## config.mk

```make
export PLATFORM = sky130hd
export DESIGN_NAME = fan_reduce_top
export DESIGN_NICKNAME = d
export VERILOG_FILES = /design/src/fan_ctrl_pkg.sv /design/src/fan_types_pkg.sv /design/src/product_stage.sv /design/src/fan_pair_stage.sv /design/src/fan_adder_4to4.sv /design/src/sum_emit_stage.sv /design/src/fan_reduce_top.sv
export SDC_FILE = /design/constraint.sdc
export NUM_CORES = 1
export LEC_CHECK = 0
export BUFFER_PORTS_ARGS = -buffer_cell sky130_fd_sc_hd__buf_2
export CORE_ASPECT_RATIO = 0.5
export CORE_MARGIN = 4
export CORE_UTILIZATION = 65
export CTS_CLUSTER_DIAMETER = 200
export DETAILED_ROUTE_END_ITERATION = 12
export GPL_TIMING_DRIVEN = 0
export PLACE_DENSITY = 0.86
export SLEW_MARGIN = 20
export SYNTH_ARGS = -nofsm -noshare
export SYNTH_HDL_FRONTEND = slang
export SYNTH_HIERARCHICAL = 1
export SYNTH_SLANG_ARGS = --single-unit
```

## constraint.sdc

```tcl
create_clock -name clk -period 7.5 [get_ports clk]
set_input_delay 0.375 -clock clk [delete_from_list [all_inputs] [get_ports clk]]
set_output_delay 0.375 -clock clk [all_outputs]
set_load 0.02 [all_outputs]
```

## src/fan_ctrl_pkg.sv

```systemverilog
package fan_ctrl_pkg;

    // Control field width per lane line.
    localparam int DW_CTRL = 4;

    typedef logic [DW_CTRL-1:0] ctrl_t;

    // Line carries a value.
    localparam int CTRL_LIVE = 3;

    // Bit 2 is spare and stays zero.

    // Segment's last product is inside this line.
    localparam int CTRL_END = 1;

    // Segment's first product is inside this line.
    localparam int CTRL_START = 0;

    // A line with LIVE, START and END set holds a finished row sum.

endpackage

```

## src/fan_types_pkg.sv

```systemverilog
package fan_types_pkg;

    // Lanes per beat.
    localparam int N_LANES = 4;

    // Operand, product and sum width.
    localparam int DW_DATA = 8;

    // Row id width.
    localparam int DW_ROW = 4;

    // One lane line holds ctrl, row and data from the high bits down.
    localparam int DW_LINE = DW_DATA + DW_ROW + fan_ctrl_pkg::DW_CTRL;

    // Enough bits to count 0 to N_LANES sums.
    localparam int DW_CNT = $clog2(N_LANES + 1);

    typedef logic [DW_DATA-1:0] data_t;

    typedef logic [DW_ROW-1:0] row_t;

    typedef logic [DW_LINE-1:0] line_t;

    typedef logic [DW_CNT-1:0] cnt_t;

endpackage

```

## src/product_stage.sv

```systemverilog
`timescale 1ns/1ps

module product_stage
    import fan_types_pkg::*;
    import fan_ctrl_pkg::*;
(
    input  logic                  clk,
    input  logic                  rst,
    input  logic                  in_valid,
    output logic                  in_ready,
    input  data_t [N_LANES-1:0]   in_a,
    input  data_t [N_LANES-1:0]   in_b,
    input  row_t  [N_LANES-1:0]   in_row,
    input  logic  [N_LANES-1:0]   in_en,
    output logic                  out_valid,
    input  logic                  out_ready,
    output line_t [N_LANES-1:0]   out_line
);

    // link[i] set when lane i continues the segment of lane i-1.
    logic  [N_LANES:0]   link;
    line_t [N_LANES-1:0] line_next;

    always_comb begin
        link = '0;
        for (int i = 1; i < N_LANES; i++) begin
            link[i] = in_en[i-1] && in_en[i] && (in_row[i-1] == in_row[i]);
        end
    end

    always_comb begin
        ctrl_t ctrl;
        data_t prod;
        for (int i = 0; i < N_LANES; i++) begin
            ctrl = '0;
            prod = data_t'(in_a[i] * in_b[i]);
            if (in_en[i]) begin
                ctrl[CTRL_LIVE]  = 1'b1;
                ctrl[CTRL_START] = !link[i];
                ctrl[CTRL_END]   = !link[i+1];
                line_next[i] = {ctrl, in_row[i], prod};
            end else begin
                // Disabled lanes carry nothing.
                line_next[i] = '0;
            end
        end
    end

    assign in_ready = !out_valid || out_ready;

    always_ff @(posedge clk) begin
        if (rst) begin
            out_valid <= 1'b0;
        end else if (in_ready) begin
            out_valid <= in_valid;
        end
    end

    always_ff @(posedge clk) begin
        if (in_valid && in_ready) begin
            out_line <= line_next;
        end
    end

endmodule

```

## src/fan_pair_stage.sv

```systemverilog
`timescale 1ns/1ps

module fan_pair_stage
    import fan_types_pkg::*;
    import fan_ctrl_pkg::*;
(
    input  logic                  clk,
    input  logic                  rst,
    input  logic                  in_valid,
    output logic                  in_ready,
    input  line_t [N_LANES-1:0]   in_line,
    output logic                  out_valid,
    input  logic                  out_ready,
    output line_t [N_LANES-1:0]   out_line
);

    ctrl_t [N_LANES-1:0] ctrl;
    row_t  [N_LANES-1:0] row;
    logic                merge_lo;
    logic                merge_hi;
    line_t [N_LANES-1:0] line_next;

    // Sum of two adjacent lines where lo is the lower lane.
    function automatic line_t merge_pair(line_t lo, line_t hi);
        ctrl_t lo_ctrl;
        ctrl_t hi_ctrl;
        row_t  lo_row;
        data_t lo_data;
        data_t hi_data;
        ctrl_t ctrl_sum;
        {lo_ctrl, lo_row, lo_data} = lo;
        hi_ctrl = hi[DW_LINE-1 -: DW_CTRL];
        hi_data = hi[DW_DATA-1:0];
        ctrl_sum = '0;
        ctrl_sum[CTRL_LIVE]  = 1'b1;
        ctrl_sum[CTRL_START] = lo_ctrl[CTRL_START];
        ctrl_sum[CTRL_END]   = hi_ctrl[CTRL_END];
        return {ctrl_sum, lo_row, data_t'(lo_data + hi_data)};
    endfunction

    always_comb begin
        for (int i = 0; i < N_LANES; i++) begin
            ctrl[i] = in_line[i][DW_LINE-1 -: DW_CTRL];
            row[i]  = in_line[i][DW_DATA +: DW_ROW];
        end
    end

    assign merge_lo = ctrl[0][CTRL_LIVE] && ctrl[1][CTRL_LIVE] && (row[0] == row[1]);
    assign merge_hi = ctrl[2][CTRL_LIVE] && ctrl[3][CTRL_LIVE] && (row[2] == row[3]);

    // Merged sums land on the inner lanes 1 and 2.
    always_comb begin
        line_next = in_line;
        if (merge_lo) begin
            line_next[0] = '0;
            line_next[1] = merge_pair(in_line[0], in_line[1]);
        end
        if (merge_hi) begin
            line_next[2] = merge_pair(in_line[2], in_line[3]);
            line_next[3] = '0;
        end
    end

    assign in_ready = !out_valid || out_ready;

    always_ff @(posedge clk) begin
        if (rst) begin
            out_valid <= 1'b0;
        end else if (in_ready) begin
            out_valid <= in_valid;
        end
    end

    always_ff @(posedge clk) begin
        if (in_valid && in_ready) begin
            out_line <= line_next;
        end
    end

endmodule

```

## src/fan_adder_4to4.sv

```systemverilog
`timescale 1ns/1ps

module fan_adder_4to4
    import fan_types_pkg::*;
    import fan_ctrl_pkg::*;
(
    input  logic                  clk,
    input  logic                  rst,
    input  logic                  in_valid,
    output logic                  in_ready,
    input  line_t [N_LANES-1:0]   in_line,
    output logic                  out_valid,
    input  logic                  out_ready,
    output line_t [N_LANES-1:0]   out_line
);

    ctrl_t [N_LANES-1:0] in_ctrl;
    row_t  [N_LANES-1:0] in_rid;
    data_t [N_LANES-1:0] in_data;

    logic                both_live;
    logic                same_row;
    logic                merge;
    ctrl_t               merge_ctrl;
    data_t               merge_data;
    line_t [N_LANES-1:0] line_next;

    always_comb begin
        for (int i = 0; i < N_LANES; i++) begin
            {in_ctrl[i], in_rid[i], in_data[i]} = in_line[i];
        end
    end

    // Only the two middle lanes can still meet at this level.
    assign both_live = in_ctrl[1][CTRL_LIVE] && in_ctrl[2][CTRL_LIVE];
    assign same_row  = in_rid[1] == in_rid[2];
    assign merge     = both_live && same_row;

    // Lane 1 holds the lower part of the segment.
    always_comb begin
        merge_ctrl = '0;
        merge_ctrl[CTRL_LIVE]  = 1'b1;
        merge_ctrl[CTRL_START] = in_ctrl[1][CTRL_START];
        merge_ctrl[CTRL_END]   = in_ctrl[2][CTRL_END];
    end

    assign merge_data = in_data[1] + in_data[2];

    always_comb begin
        if (merge) begin
            line_next[0] = in_line[0];
            line_next[1] = {merge_ctrl, in_rid[1], merge_data};
            line_next[2] = '0;
            line_next[3] = in_line[3];
        end else begin
            // Row mismatch or a dead lane.
            line_next = in_line;
        end
    end

    assign in_ready = !out_valid || out_ready;

    always_ff @(posedge clk) begin
        if (rst) begin
            out_valid <= 1'b0;
        end else if (in_ready) begin
            out_valid <= in_valid;
        end
    end

    always_ff @(posedge clk) begin
        if (in_valid && in_ready) begin
            out_line <= line_next;
        end
    end

endmodule

```

## src/sum_emit_stage.sv

```systemverilog
`timescale 1ns/1ps

module sum_emit_stage
    import fan_types_pkg::*;
    import fan_ctrl_pkg::*;
(
    input  logic                  clk,
    input  logic                  rst,
    input  logic                  in_valid,
    output logic                  in_ready,
    input  line_t [N_LANES-1:0]   in_line,
    output logic                  out_valid,
    input  logic                  out_ready,
    output cnt_t                  out_count,
    output row_t  [N_LANES-1:0]   out_row,
    output data_t [N_LANES-1:0]   out_sum
);

    ctrl_t [N_LANES-1:0] ctrl;
    row_t  [N_LANES-1:0] row;
    data_t [N_LANES-1:0] data;
    logic  [N_LANES-1:0] done;
    cnt_t                count_next;
    row_t  [N_LANES-1:0] row_next;
    data_t [N_LANES-1:0] sum_next;

    always_comb begin
        for (int i = 0; i < N_LANES; i++) begin
            {ctrl[i], row[i], data[i]} = in_line[i];
            done[i] = ctrl[i][CTRL_LIVE] && ctrl[i][CTRL_START] && ctrl[i][CTRL_END];
        end
    end

    // Finished sums go to the lowest free slot in lane order.
    always_comb begin
        cnt_t pos;
        pos = '0;
        row_next = '0;
        sum_next = '0;
        for (int i = 0; i < N_LANES; i++) begin
            if (done[i]) begin
                for (int j = 0; j < N_LANES; j++) begin
                    if (pos == cnt_t'(j)) begin
                        row_next[j] = row[i];
                        sum_next[j] = data[i];
                    end
                end
                pos = pos + 1'b1;
            end
        end
        count_next = pos;
    end

    assign in_ready = !out_valid || out_ready;

    always_ff @(posedge clk) begin
        if (rst) begin
            out_valid <= 1'b0;
        end else if (in_ready) begin
            out_valid <= in_valid;
        end
    end

    always_ff @(posedge clk) begin
        if (in_valid && in_ready) begin
            out_count <= count_next;
            out_row   <= row_next;
            out_sum   <= sum_next;
        end
    end

endmodule

```

## src/fan_reduce_top.sv

```systemverilog
`timescale 1ns/1ps

module fan_reduce_top
    import fan_types_pkg::*;
(
    input  logic                  clk,
    input  logic                  rst,
    input  logic                  in_valid,
    output logic                  in_ready,
    input  data_t [N_LANES-1:0]   in_a,
    input  data_t [N_LANES-1:0]   in_b,
    input  row_t  [N_LANES-1:0]   in_row,
    input  logic  [N_LANES-1:0]   in_en,
    output logic                  out_valid,
    input  logic                  out_ready,
    output cnt_t                  out_count,
    output row_t  [N_LANES-1:0]   out_row,
    output data_t [N_LANES-1:0]   out_sum
);

    logic                prod_valid;
    logic                prod_ready;
    line_t [N_LANES-1:0] prod_line;

    logic                pair_valid;
    logic                pair_ready;
    line_t [N_LANES-1:0] pair_line;

    logic                mid_valid;
    logic                mid_ready;
    line_t [N_LANES-1:0] mid_line;

    product_stage product_stage_inst (
        .clk       (clk),
        .rst       (rst),
        .in_valid  (in_valid),
        .in_ready  (in_ready),
        .in_a      (in_a),
        .in_b      (in_b),
        .in_row    (in_row),
        .in_en     (in_en),
        .out_valid (prod_valid),
        .out_ready (prod_ready),
        .out_line  (prod_line)
    );

    // First adder level on pairs 0-1 and 2-3.
    fan_pair_stage fan_pair_stage_inst (
        .clk       (clk),
        .rst       (rst),
        .in_valid  (prod_valid),
        .in_ready  (prod_ready),
        .in_line   (prod_line),
        .out_valid (pair_valid),
        .out_ready (pair_ready),
        .out_line  (pair_line)
    );

    // Second adder level on lanes 1 and 2.
    fan_adder_4to4 fan_adder_4to4_inst (
        .clk       (clk),
        .rst       (rst),
        .in_valid  (pair_valid),
        .in_ready  (pair_ready),
        .in_line   (pair_line),
        .out_valid (mid_valid),
        .out_ready (mid_ready),
        .out_line  (mid_line)
    );

    sum_emit_stage sum_emit_stage_inst (
        .clk       (clk),
        .rst       (rst),
        .in_valid  (mid_valid),
        .in_ready  (mid_ready),
        .in_line   (mid_line),
        .out_valid (out_valid),
        .out_ready (out_ready),
        .out_count (out_count),
        .out_row   (out_row),
        .out_sum   (out_sum)
    );

endmodule

```

Word-level counts from Yosys, hierarchy flattened
Index checks and enable logic that the tools add are counted.
- multiply operators: 4
- reductions and logical operators: 38
- equal/unequal tests: 15
- multiplexer cells: 43
- add/sub/neg operators: 6
- operators with widths (kind ; number):
    two-way mux 16 bit ; 7
    two-way mux 8 bit ; 13
    two-way mux 32 bit ; 3
    two-way mux 4 bit ; 13
    multiplier 8 x 8 -> 8 bit ; 4
    two-way mux 30 bit ; 1
    two-way mux 29 bit ; 1
    adder 8 bit ; 3
    == test 4 bit ; 6
    logical AND 1 bit ; 24
    two-way mux 14 bit ; 1
    == test 3 x 2 -> 1 bit, second input constant ; 4
    logical NOT 3 bit ; 3
    two-way mux 3 bit ; 3
    logical NOT 1 bit ; 7
    adder 3 x 1 -> 3 bit, second input constant ; 2
    == test 3 x 1 -> 1 bit, second input constant ; 2
    == test 1 x 2 -> 1 bit, second input constant ; 2
    logical OR 1 bit ; 4
    adder 1 x 1 -> 2 bit, second input constant ; 1
    == test 1 bit, second input constant ; 1
    two-way mux 1 bit ; 1
- input bits: 88
- logic and storage cells: 138
- register bits: 247
- output and inout bits: 53

Logic depth before layout (Yosys ltp)
Gate-level depths: netlist of the first run.
- depth in word-level cells: 10
- gate-level depth with buffers: 14
- mapped depth without buffers: 14

By module
The synthesis of the first run kept the hierarchy.
- by module, submodules not included (module ; area an instance (um^2) ; instances ; seq. area each (um^2) ; cells an instance):
    product_stage ; 5853.1 ; 1 ; 1761.7 ; 559
    fan_pair_stage ; 3171.8 ; 1 ; 1941.9 ; 237
    sum_emit_stage ; 2847.7 ; 1 ; 1551.5 ; 224
    fan_adder_4to4 ; 2542.4 ; 1 ; 1941.9 ; 155

Least setup slack after synthesis of the first run
OpenSTA, ideal clock, no wires.
- path type: input port to flip-flop
- start: input port in_b[20] (netlist name)
- end: register product_stage_inst/out_line[39] (netlist name), data pin
- buffers on the path: 0
- slack: 3.662 ns
- setup time: 0.255 ns
- required time: 7.245 ns
- arrival: 3.583 ns
- stages on the path: 12
- path through: nand2_1 fa_1 fa_1 inv_1 fa_1 inv_1 fa_1 xor2_1 xnor3_1 xnor3_1 xnor3_1 and2_1
- word-level cells in the longest chain between the ends: 1
- RTL lines (element ; line ; RTL):
    start: declaration ; fan_reduce_top.sv:11 ; input data_t [N_LANES-1:0] in_b,
    multiplier 8 x 8 -> 8 bit ; product_stage.sv:36 ; prod = data_t'(in_a[i] * in_b[i]);
    end signal: assignment ; product_stage.sv:61 ; out_line <= line_next;
    end: declaration ; product_stage.sv:17 ; output line_t [N_LANES-1:0] out_line
Every way passes these cells.
A chain may end at the register's enable or synchronous reset.

Worst setup path in the final report of the first run
- start: input port in_a[25] (netlist name)
- end: register product_stage_inst/out_line[55] (netlist name), data pin
- word-level cells in the longest chain between the ends: 1
- RTL lines (element ; line ; RTL):
    start: declaration ; fan_reduce_top.sv:10 ; input data_t [N_LANES-1:0] in_a,
    multiplier 8 x 8 -> 8 bit ; product_stage.sv:36 ;
Every way passes these cells.

==> flow_summary.yaml, run 1 <==
die:
  start_util: 0.674
  die_h_microns: 112
  die_x_microns: 216
  rows: 37
  coreArea_sq_mm: 0.0209
  pin_count: 141
  dieArea_sq_mm: 0.0243
placed_design:
  dp_hpwl_mm: 22.4
  placement.cell_area_sq_mm: 0.0152
  place_ws_ns: 3.16
  io_buffer_count: 140
  place.gp.congestion: 0.880
  dpl.cell_count: 1589
synthesis:
  postSynthAreaPerCell_sq_um: 12.2
  synthesis.nets: 1383
  synthesis.yosys.warnings: 6
  syn_area_sq_mm: 0.0141
  synthCells: 1156
detailed_routing:
  ant_nets: 0
  totalWireLength_mm: 29.2
  drc: 0
  drt_pass1_iterations: 5
  dr.first_iter.drc_count: 882
  num_vias: 9139
  wl_per_cell_microns: 17.9
  vias_per_cell: 5.62
worst_setup_path:
  required_ns: 7.75
  r2r_start: "fan_adder_4to4_inst/out_line[15]$_DFFE_PP_"
  crit_type: "in2reg"
  crit_arrival_ns: 4.10
  cp_max_fo: 7
  startpoint_type: "input pin"
  rr_worst_depth: 12
  r2r_setup_slack_ns: 4.38
  cp-end-kind: "flop"
  r2r-end: "sum_emit_stage_inst/out_sum[25]$_DFFE_PP_"
finish:
  layout.cells.non_filler: 1626
  areaGrowthSynthToFinish_pct: 12.5
  antenna_cells: 0
  most-common-layout-cells: "edfxtp_1, and2_1, buf_2"
  final_common_cell: "edfxtp_1"
  nFillCells: 1378
  layout-drive-gt1-share: 0.180
  final_nets: 1548
  fin_area_sq_mm: 0.0159
  fin_util: 0.758
timing:
  finalClockSkew_ns: 0.0147
  slew_headroom: 0.376
  worst_pin_slew_ns: 0.937
  fin_crit_sh: 0.513
  worst_slack_ns: 3.65
  rsz0062_at_grt: "no"
  fin_crit_ns: 3.85
  maxSlewViolCount: 0
  whs_ns: 0.0932
  fin_setup_tns_ns: 0
  hold_viol: 0
  setup_viol: 0
  fmax_mhz: 260
power:
  seqPwrFrac: 0.463
  ir_drop_uv: 144
  leakage_nw: 6.71
  power_switching_uw: 925
  powerDensity_mw_per_mm2: 217
  power_frac_clock: 0.302
  power.total_mw: 3.45
  internal_power_mw: 2.52
  swShare: 0.268
  combPwrFrac: 0.235
hold_path:
  hold_path_depth: 2
  whs_endpoint: "product_stage_inst/out_valid$_SDFFE_PP0N_"
  min_from: "rst"
  hp-class: "in2reg"
run_status:
  status: "finished, final reports clean"
flow_run:
  cap_violations: 0
global_routing:
  grt_pass1_wl_mm: 47.9
  gr-usage-all-layers: 0.244
  antenna_found_initial: 0
  grt_pass1_vias: 9342
  grt_max_degree: 61
  overflow: 0
clock_tree:
  clkSlewWorstSetupHoldPaths_ns: 0.06
  cts_setup_buffers: 0
  clock_sinks: 233
  htreeDepth: 1
  clockRootBuffer: "clkbuf_16"
  cts-resized-gates: 0
  cts_inserted_buffers: 22
  cts_tree: "done"
  insertion_delay_ns: 0.50
  ctsHoldBuffers: 0
  clk_path_buf_depth: 3
## state kept, by name (all words and copies together), names as in the netlist, 3 cells and up
signal,cells
sum_emit_stage_inst/out_count,3
sum_emit_stage_inst/out_row,16
sum_emit_stage_inst/out_sum,32
fan_pair_stage_inst/out_line,60
product_stage_inst/out_line,58
fan_adder_4to4_inst/out_line,60
## critical path, cell delays in order
cell and delay [ns]:
buf_2 0.15, nand2_1 0.09, fa_1 0.46, fa_1 0.56, inv_1 0.06, fa_1 0.48, inv_1 0.05, fa_1 0.43
xor2_1 0.20, xnor3_1 0.34, xnor3_1 0.42, xnor3_1 0.28, and2_1 0.18
## how the worst max path moves through the flow
stage                     startpoint                                            end  slack [ns]  depth (start not counted)
after global placement      in_a[25]  product_stage_inst/out_line[55]$_SDFFCE_PN0P_        3.28                         13
final                       in_a[25]  product_stage_inst/out_line[55]$_SDFFCE_PN0P_        3.65                         13
after global routing        in_a[25]  product_stage_inst/out_line[55]$_SDFFCE_PN0P_        3.53                         13
after floorplan             in_b[20]  product_stage_inst/out_line[39]$_SDFFCE_PN0P_        3.66                         12
after CTS                   in_a[25]  product_stage_inst/out_line[55]$_SDFFCE_PN0P_        3.67                         13
after detailed placement    in_a[25]  product_stage_inst/out_line[55]$_SDFFCE_PN0P_        3.16                         13
## routing by layer
metal / vias up / GRT usage / wire length, microns
met3: 53 / 0.0249 / 1720
met5: - / 0 / 0
li1: 4363 / - / -
met1: 4367 / 0.356 / 13500
met4: 0 / 0.0605 / 686
met2: 356 / 0.401 / 13300
## power by group through the flow
stage / clock (mW) / combinational (mW) / sequential, mW
6_report: 1.04 / 0.809 / 1.60
3_3_place_gp: 0 / 0.765 / 1.62
4_1_cts: 1.05 / 0.812 / 1.59
5_1_grt: 1.12 / 0.919 / 1.60
3_5_place_dp: 0 / 0.800 / 1.62
2_1_floorplan: 0 / 0.602 / 1.60
## layout make-up
type / instances / area [sq um] / share of cell area
plain buffers: 39 / 203 / 0.0128
clock buffers: 25 / 583 / 0.0367
clock inverters: 12 / 87.6 / 0.00552
inverters: 118 / 450 / 0.0284
multi-input cells: 766 / 6500 / 0.410
flip-flops and latches: 233 / 6960 / 0.438
well taps: 292 / 365 / 0.0230
repair buffers: 141 / 721 / 0.0454
No activity file was read; power rests on OpenSTA's default activity.
==> run 2, diff against run 1 <==
- CORE_UTILIZATION: 65 -> 60
- PLACE_DENSITY: 0.86 -> 0.81
- clock period: 7.5 -> 3.7 ns (I/O delays scaled with it)
==> flow_summary.yaml, run 2 (synthesized netlist as in run 1, its figures left out) <==
clock_tree:
  clkSlewWorstSetupHoldPaths_ns: 0.06
  insertion_delay_ns: 0.50
  cts_inserted_buffers: 22
  clock_sinks: 233
  cts_setup_buffers: 0
  cts_tree: "done"
  clk_path_buf_depth: 3
  htreeDepth: 1
  clockRootBuffer: "clkbuf_16"
die:
  pin_count: 141
  dieArea_sq_mm: 0.0262
  start_util: 0.614
  rows: 39
  die_h_microns: 116
  die_x_microns: 225
  coreArea_sq_mm: 0.0230
placed_design:
  dpl.cell_count: 1605
  io_buffer_count: 140
  place.gp.congestion: 0.932
  dp_hpwl_mm: 23.0
global_routing:
  antenna_found_initial: 1
  grt_pass1_vias: 9162
  grt_pass1_wl_mm: 47.3
  grt_max_degree: 61
  overflow: 0
  gr-usage-all-layers: 0.225
timing:
  whs_ns: 0.0110
  maxSlewViolCount: 0
  rsz0062_at_grt: "no"
  fmax_mhz: 280
  setup_viol: 0
  finalClockSkew_ns: 0.00719
  hold_viol: 0
  fin_setup_tns_ns: 0
  fin_crit_ns: 3.57
  slew_headroom: 0.329
  worst_pin_slew_ns: 1.01
  fin_crit_sh: 0.964
power:
  powerDensity_mw_per_mm2: 432
  ir_drop_uv: 272
  leakage_nw: 6.74
worst_setup_path:
  cp_slowest_cell: "fa_1"
  crit_top_cell: "fa_1"
  cp_num_buf_inv: 3
  crit_family: "adder cells"
  cp_max_fo: 7
  max_stage_delay_ns: 0.54
  required_ns: 3.95
  crit_arrival_ns: 3.82
  cp_cell_sequence: "buf_2 > nand2_1 > fa_1 > fa_1 > inv_1 > fa_1 > inv_1 > fa_1 > xor2_1 > xnor3_1 > xnor3_1 > xnor3_1 > and2_1"
  crit_type: "in2reg"
  startpoint_type: "input pin"
  cp-end-kind: "flop"
finish:
  nFillCells: 1647
  multiInputGateArea_sq_mm: 0.00651
  most-common-layout-cells: "edfxtp_1, and2_1, buf_2"
  final_nets: 1557
  areaGrowthSynthToFinish_pct: 13.3
  final_common_cell: "edfxtp_1"
  layout-drive-gt1-share: 0.176
  antenna_cells: 0
  reg_top3: "fan_adder_4to4_inst/out_line (60), fan_pair_stage_inst/out_line (60), product_stage_inst/out_line (58)"
  layout.cells.non_filler: 1653
  regArea_sq_mm: 0.00696
detailed_routing:
  ant_nets: 0
  drc: 0
  drt_pass1_iterations: 7
  vias_per_cell: 5.57
  wl_per_cell_microns: 17.6
  dr.first_iter.drc_count: 866
  totalWireLength_mm: 29.1
  num_vias: 9199
run_status:
  status: "finished, final reports clean"
flow_run:
  cap_violations: 0
hold_path:
  hp-class: "in2reg"
==> run 2: cell count changes in the layout (fill, tap and decap cells not counted), moves of 4 or more <==
cell | previous run | this run
clkbuf_1 | 26 | 31
dlygate4sd3_1 | 0 | 8
clkinv_1 | 1 | 5
clkinv_2 | 9 | 5
==> run 2: metal layers <==
metal  global-route usage  up-vias  routed length, microns  part of all wire
met3               0.0304       64                    2080             0.071
met4               0.0608        2                     782             0.027
met1                0.322     4398                   13000              0.45
li1                     -     4376                       -                 -
met2                0.372      359                   13300              0.46
met5                    0        -                       7           0.00024
==> run 2: area by class of cell <==
| cell class | count | area share |
|---|---|---|
| clock inverter | 10 | 0.00274 |
| sequential | 233 | 0.435 |
| buffer | 39 | 0.0127 |
| clock buffer | 30 | 0.0377 |
| tap | 307 | 0.0240 |
| timing repair buffer | 150 | 0.0518 |
| multi-input combinational | 766 | 0.407 |
| inverter | 118 | 0.0282 |
==> run 2: worst paths after layout <==
check / start / end / slack (ns) / cells past startpoint
worst max-delay path: in_a[25] / product_stage_inst/out_line[55]$_SDFFCE_PN0P_ / 0.13 / 13
worst min-delay path: in_en[1] / product_stage_inst/out_line[31]$_DFFE_PP_ / 0.01 / 1
worst max register to register: fan_adder_4to4_inst/out_line[12]$_DFFE_PP_ / sum_emit_stage_inst/out_row[12]$_DFFE_PP_ / 0.52 / 12
worst min register to register: fan_pair_stage_inst/out_line[1]$_SDFFCE_PP0P_ / fan_adder_4to4_inst/out_line[1]$_DFFE_PP_ / 0.42 / 0
==> run 2: through the flow <==
step | power, mW | setup slack (ns) | instance area, sq um | utilization
6_report | 6.91 | 0.132 | 16000 | 0.695
5_1_grt | 7.29 | 0.0108 | 16000 | 0.695
4_1_cts | 6.94 | 0.129 | 16000 | 0.695
3_5_place_dp | 4.92 | -0.383 | 15200 | 0.663
3_3_place_gp | 4.84 | -0.342 | 15200 | 0.661
2_1_floorplan | 4.46 | 0.0522 | 14100 | -
==> run 2: power by group <==
part	switching, mW	internal [mW]	leakage [nW]
sequential	0.112	3.12	2.20
clock	0.883	1.14	0.319
combinational	0.855	0.799	4.22
total	1.85	5.06	6.74
==> run 2: what timing repair did <==
item / 4_1_cts / 5_1_grt
hold buffers: 8 / 0
hold endpoints to repair: 10 / 0
setup endpoints to repair: 0 / 2
resized for setup: 0 / 2
==> run 3, diff against run 2 <==
- SETUP_SLACK_MARGIN: not set -> 0.2
==> flow_summary.yaml, run 3 (synthesized netlist as in run 1, its figures left out) <==
die:
  coreArea_sq_mm: 0.0230
  rows: 39
  start_util: 0.614
  pin_count: 141
  dieArea_sq_mm: 0.0262
  die_x_microns: 225
  die_h_microns: 116
timing:
  maxSlewViolCount: 0
  setup_viol: 0
  fin_crit_ns: 3.38
  finalClockSkew_ns: 0.00805
  fin_crit_sh: 0.913
  whs_ns: 0.0228
  rsz0062_at_grt: "no"
  fmax_mhz: 296
  hold_viol: 0
  slew_headroom: 0.381
  worst_pin_slew_ns: 0.929
power:
  leakage_nw: 6.77
  ir_drop_uv: 435
  seqPwrFrac: 0.450
  powerDensity_mw_per_mm2: 446
  swShare: 0.263
  internal_power_mw: 5.29
  combPwrFrac: 0.234
  power_switching_mw: 1.89
  power_frac_clock: 0.316
placed_design:
  place.gp.congestion: 0.918
  dpl.cell_count: 1604
  io_buffer_count: 140
  dp_hpwl_mm: 22.5
global_routing:
  overflow: 0
  met1_usage: 0.318
  grt_pass1_vias: 9102
  gr-usage-all-layers: 0.217
  grt_pass1_wl_mm: 45.9
  grt_max_degree: 61
  antenna_found_initial: 0
  met2_usage: 0.354
  use_met3: 0.0251
  busiest_layer: "met2"
detailed_routing:
  wl_per_cell_microns: 17.2
  num_vias: 9074
  ant_nets: 0
  drt_pass1_iterations: 5
  totalWireLength_mm: 28.4
  dr.first_iter.drc_count: 790
  drc: 0
  vias_per_cell: 5.49
clock_tree:
  clk_path_buf_depth: 3
  cts_inserted_buffers: 22
  clockRootBuffer: "clkbuf_16"
  htreeDepth: 1
  clkSlewWorstSetupHoldPaths_ns: 0.06
  insertion_delay_ns: 0.50
  clock_sinks: 233
  cts_tree: "done"
finish:
  reg_top3: "fan_adder_4to4_inst/out_line (60), fan_pair_stage_inst/out_line (60), product_stage_inst/out_line (58)"
  layout.cells.non_filler: 1652
  most-common-layout-cells: "edfxtp_1, and2_1, buf_2"
  final_nets: 1556
  areaGrowthSynthToFinish_pct: 14.2
  layout-drive-gt1-share: 0.186
  final_common_cell: "edfxtp_1"
  antenna_cells: 0
worst_setup_path:
  crit_arrival_ns: 3.63
  cp-end-kind: "flop"
  required_ns: 3.95
  r2r_setup_slack_ns: 0.55
  crit_type: "in2reg"
  cp_max_fo: 6
  startpoint_type: "input pin"
flow_run:
  cap_violations: 0
hold_path:
  hp-class: "in2reg"
run_status:
  status: "finished, final reports clean"
-- run 3: changes by cell type in the layout (fill, tap and decap cells not counted), sizes merged --
cell      before  now
bufinv         0    2
clkinvlp       0    1
clkinv        11    9
clkbuf        54   53
buf          157  156
-- run 3: worst paths after layout --
| check | startpoint | endpoint | depth (start not counted) |
|---|---|---|---|
| max | in_b[2] | product_stage_inst/out_line[7]$_SDFFCE_PN0P_ | 14 |
| min | in_row[1] | product_stage_inst/out_line[9]$_SDFFCE_PN0P_ | 2 |
| max reg2reg | fan_adder_4to4_inst/out_line[15]$_DFFE_PP_ | sum_emit_stage_inst/out_row[12]$_DFFE_PP_ | 12 |
| min reg2reg | fan_pair_stage_inst/out_line[51]$_SDFFCE_PP0P_ | fan_adder_4to4_inst/out_line[51]$_DFFE_PP_ | 0 |
-- run 3: power by group through the flow --
| stage | clock network (mW) | registers [mW] | logic, mW |
|---|---|---|---|
| 2_1_floorplan | 0 | 3.24 | 1.25 |
| 3_3_place_gp | 0 | 3.29 | 1.59 |
| 3_5_place_dp | 0 | 3.28 | 1.66 |
| 4_1_cts | 2.31 | 3.23 | 1.69 |
| 5_1_grt | 2.44 | 3.24 | 1.90 |
| 6_report | 2.27 | 3.23 | 1.68 |
-- run 3: worst max-delay path, stage by stage --
cell and delay (ns):
buf_2 0.13, and2_1 0.18, fa_1 0.46, fa_1 0.45, ha_1 0.28, inv_1 0.05
fa_1 0.47, inv_1 0.06, ha_4 0.22, a21o_1 0.19, a21oi_2 0.15, xnor3_1 0.22
xnor3_1 0.40, and2_1 0.18
-- run 3: through the flow --
step	utilization	power (mW)	setup WS, ns	setup TNS [ns]	area, sq um
floorplan	-	4.49	0.202	0	14200
global placement	0.663	4.87	-0.186	-0.471	15200
detailed placement	0.664	4.94	-0.252	-0.635	15300
CTS	0.701	7.22	0.269	0	16100
global route	0.701	7.58	0.202	0	16100
finish	0.701	7.18	0.322	0	16100
-- run 3: metal layers --
metal | vias to the layer above | wire length [microns] | part of all wire
met2 | 298 | 12900 | 0.45
met4 | 0 | 709 | 0.025
met1 | 4343 | 13300 | 0.47
li1 | 4378 | - | -
met3 | 55 | 1490 | 0.053
met5 | - | 0 | 0
-- run 3: what timing repair did --
action                                  CTS  global route
buffers inserted                          0             0
endpoints found under the setup margin    0             1
hold buffers                              8             0
gates resized for setup                   0             0
endpoints found under the hold margin     9             0
-- run 3: layout make-up --
cell class | count | area, sq um
buffer | 39 | 203
clock buffer | 29 | 638
clock inverter | 11 | 116
fill | 1612 | 6880
inverter | 118 | 450
multi-input combinational | 766 | 6550
sequential | 233 | 6960
tap | 307 | 384
timing repair buffer | 149 | 801
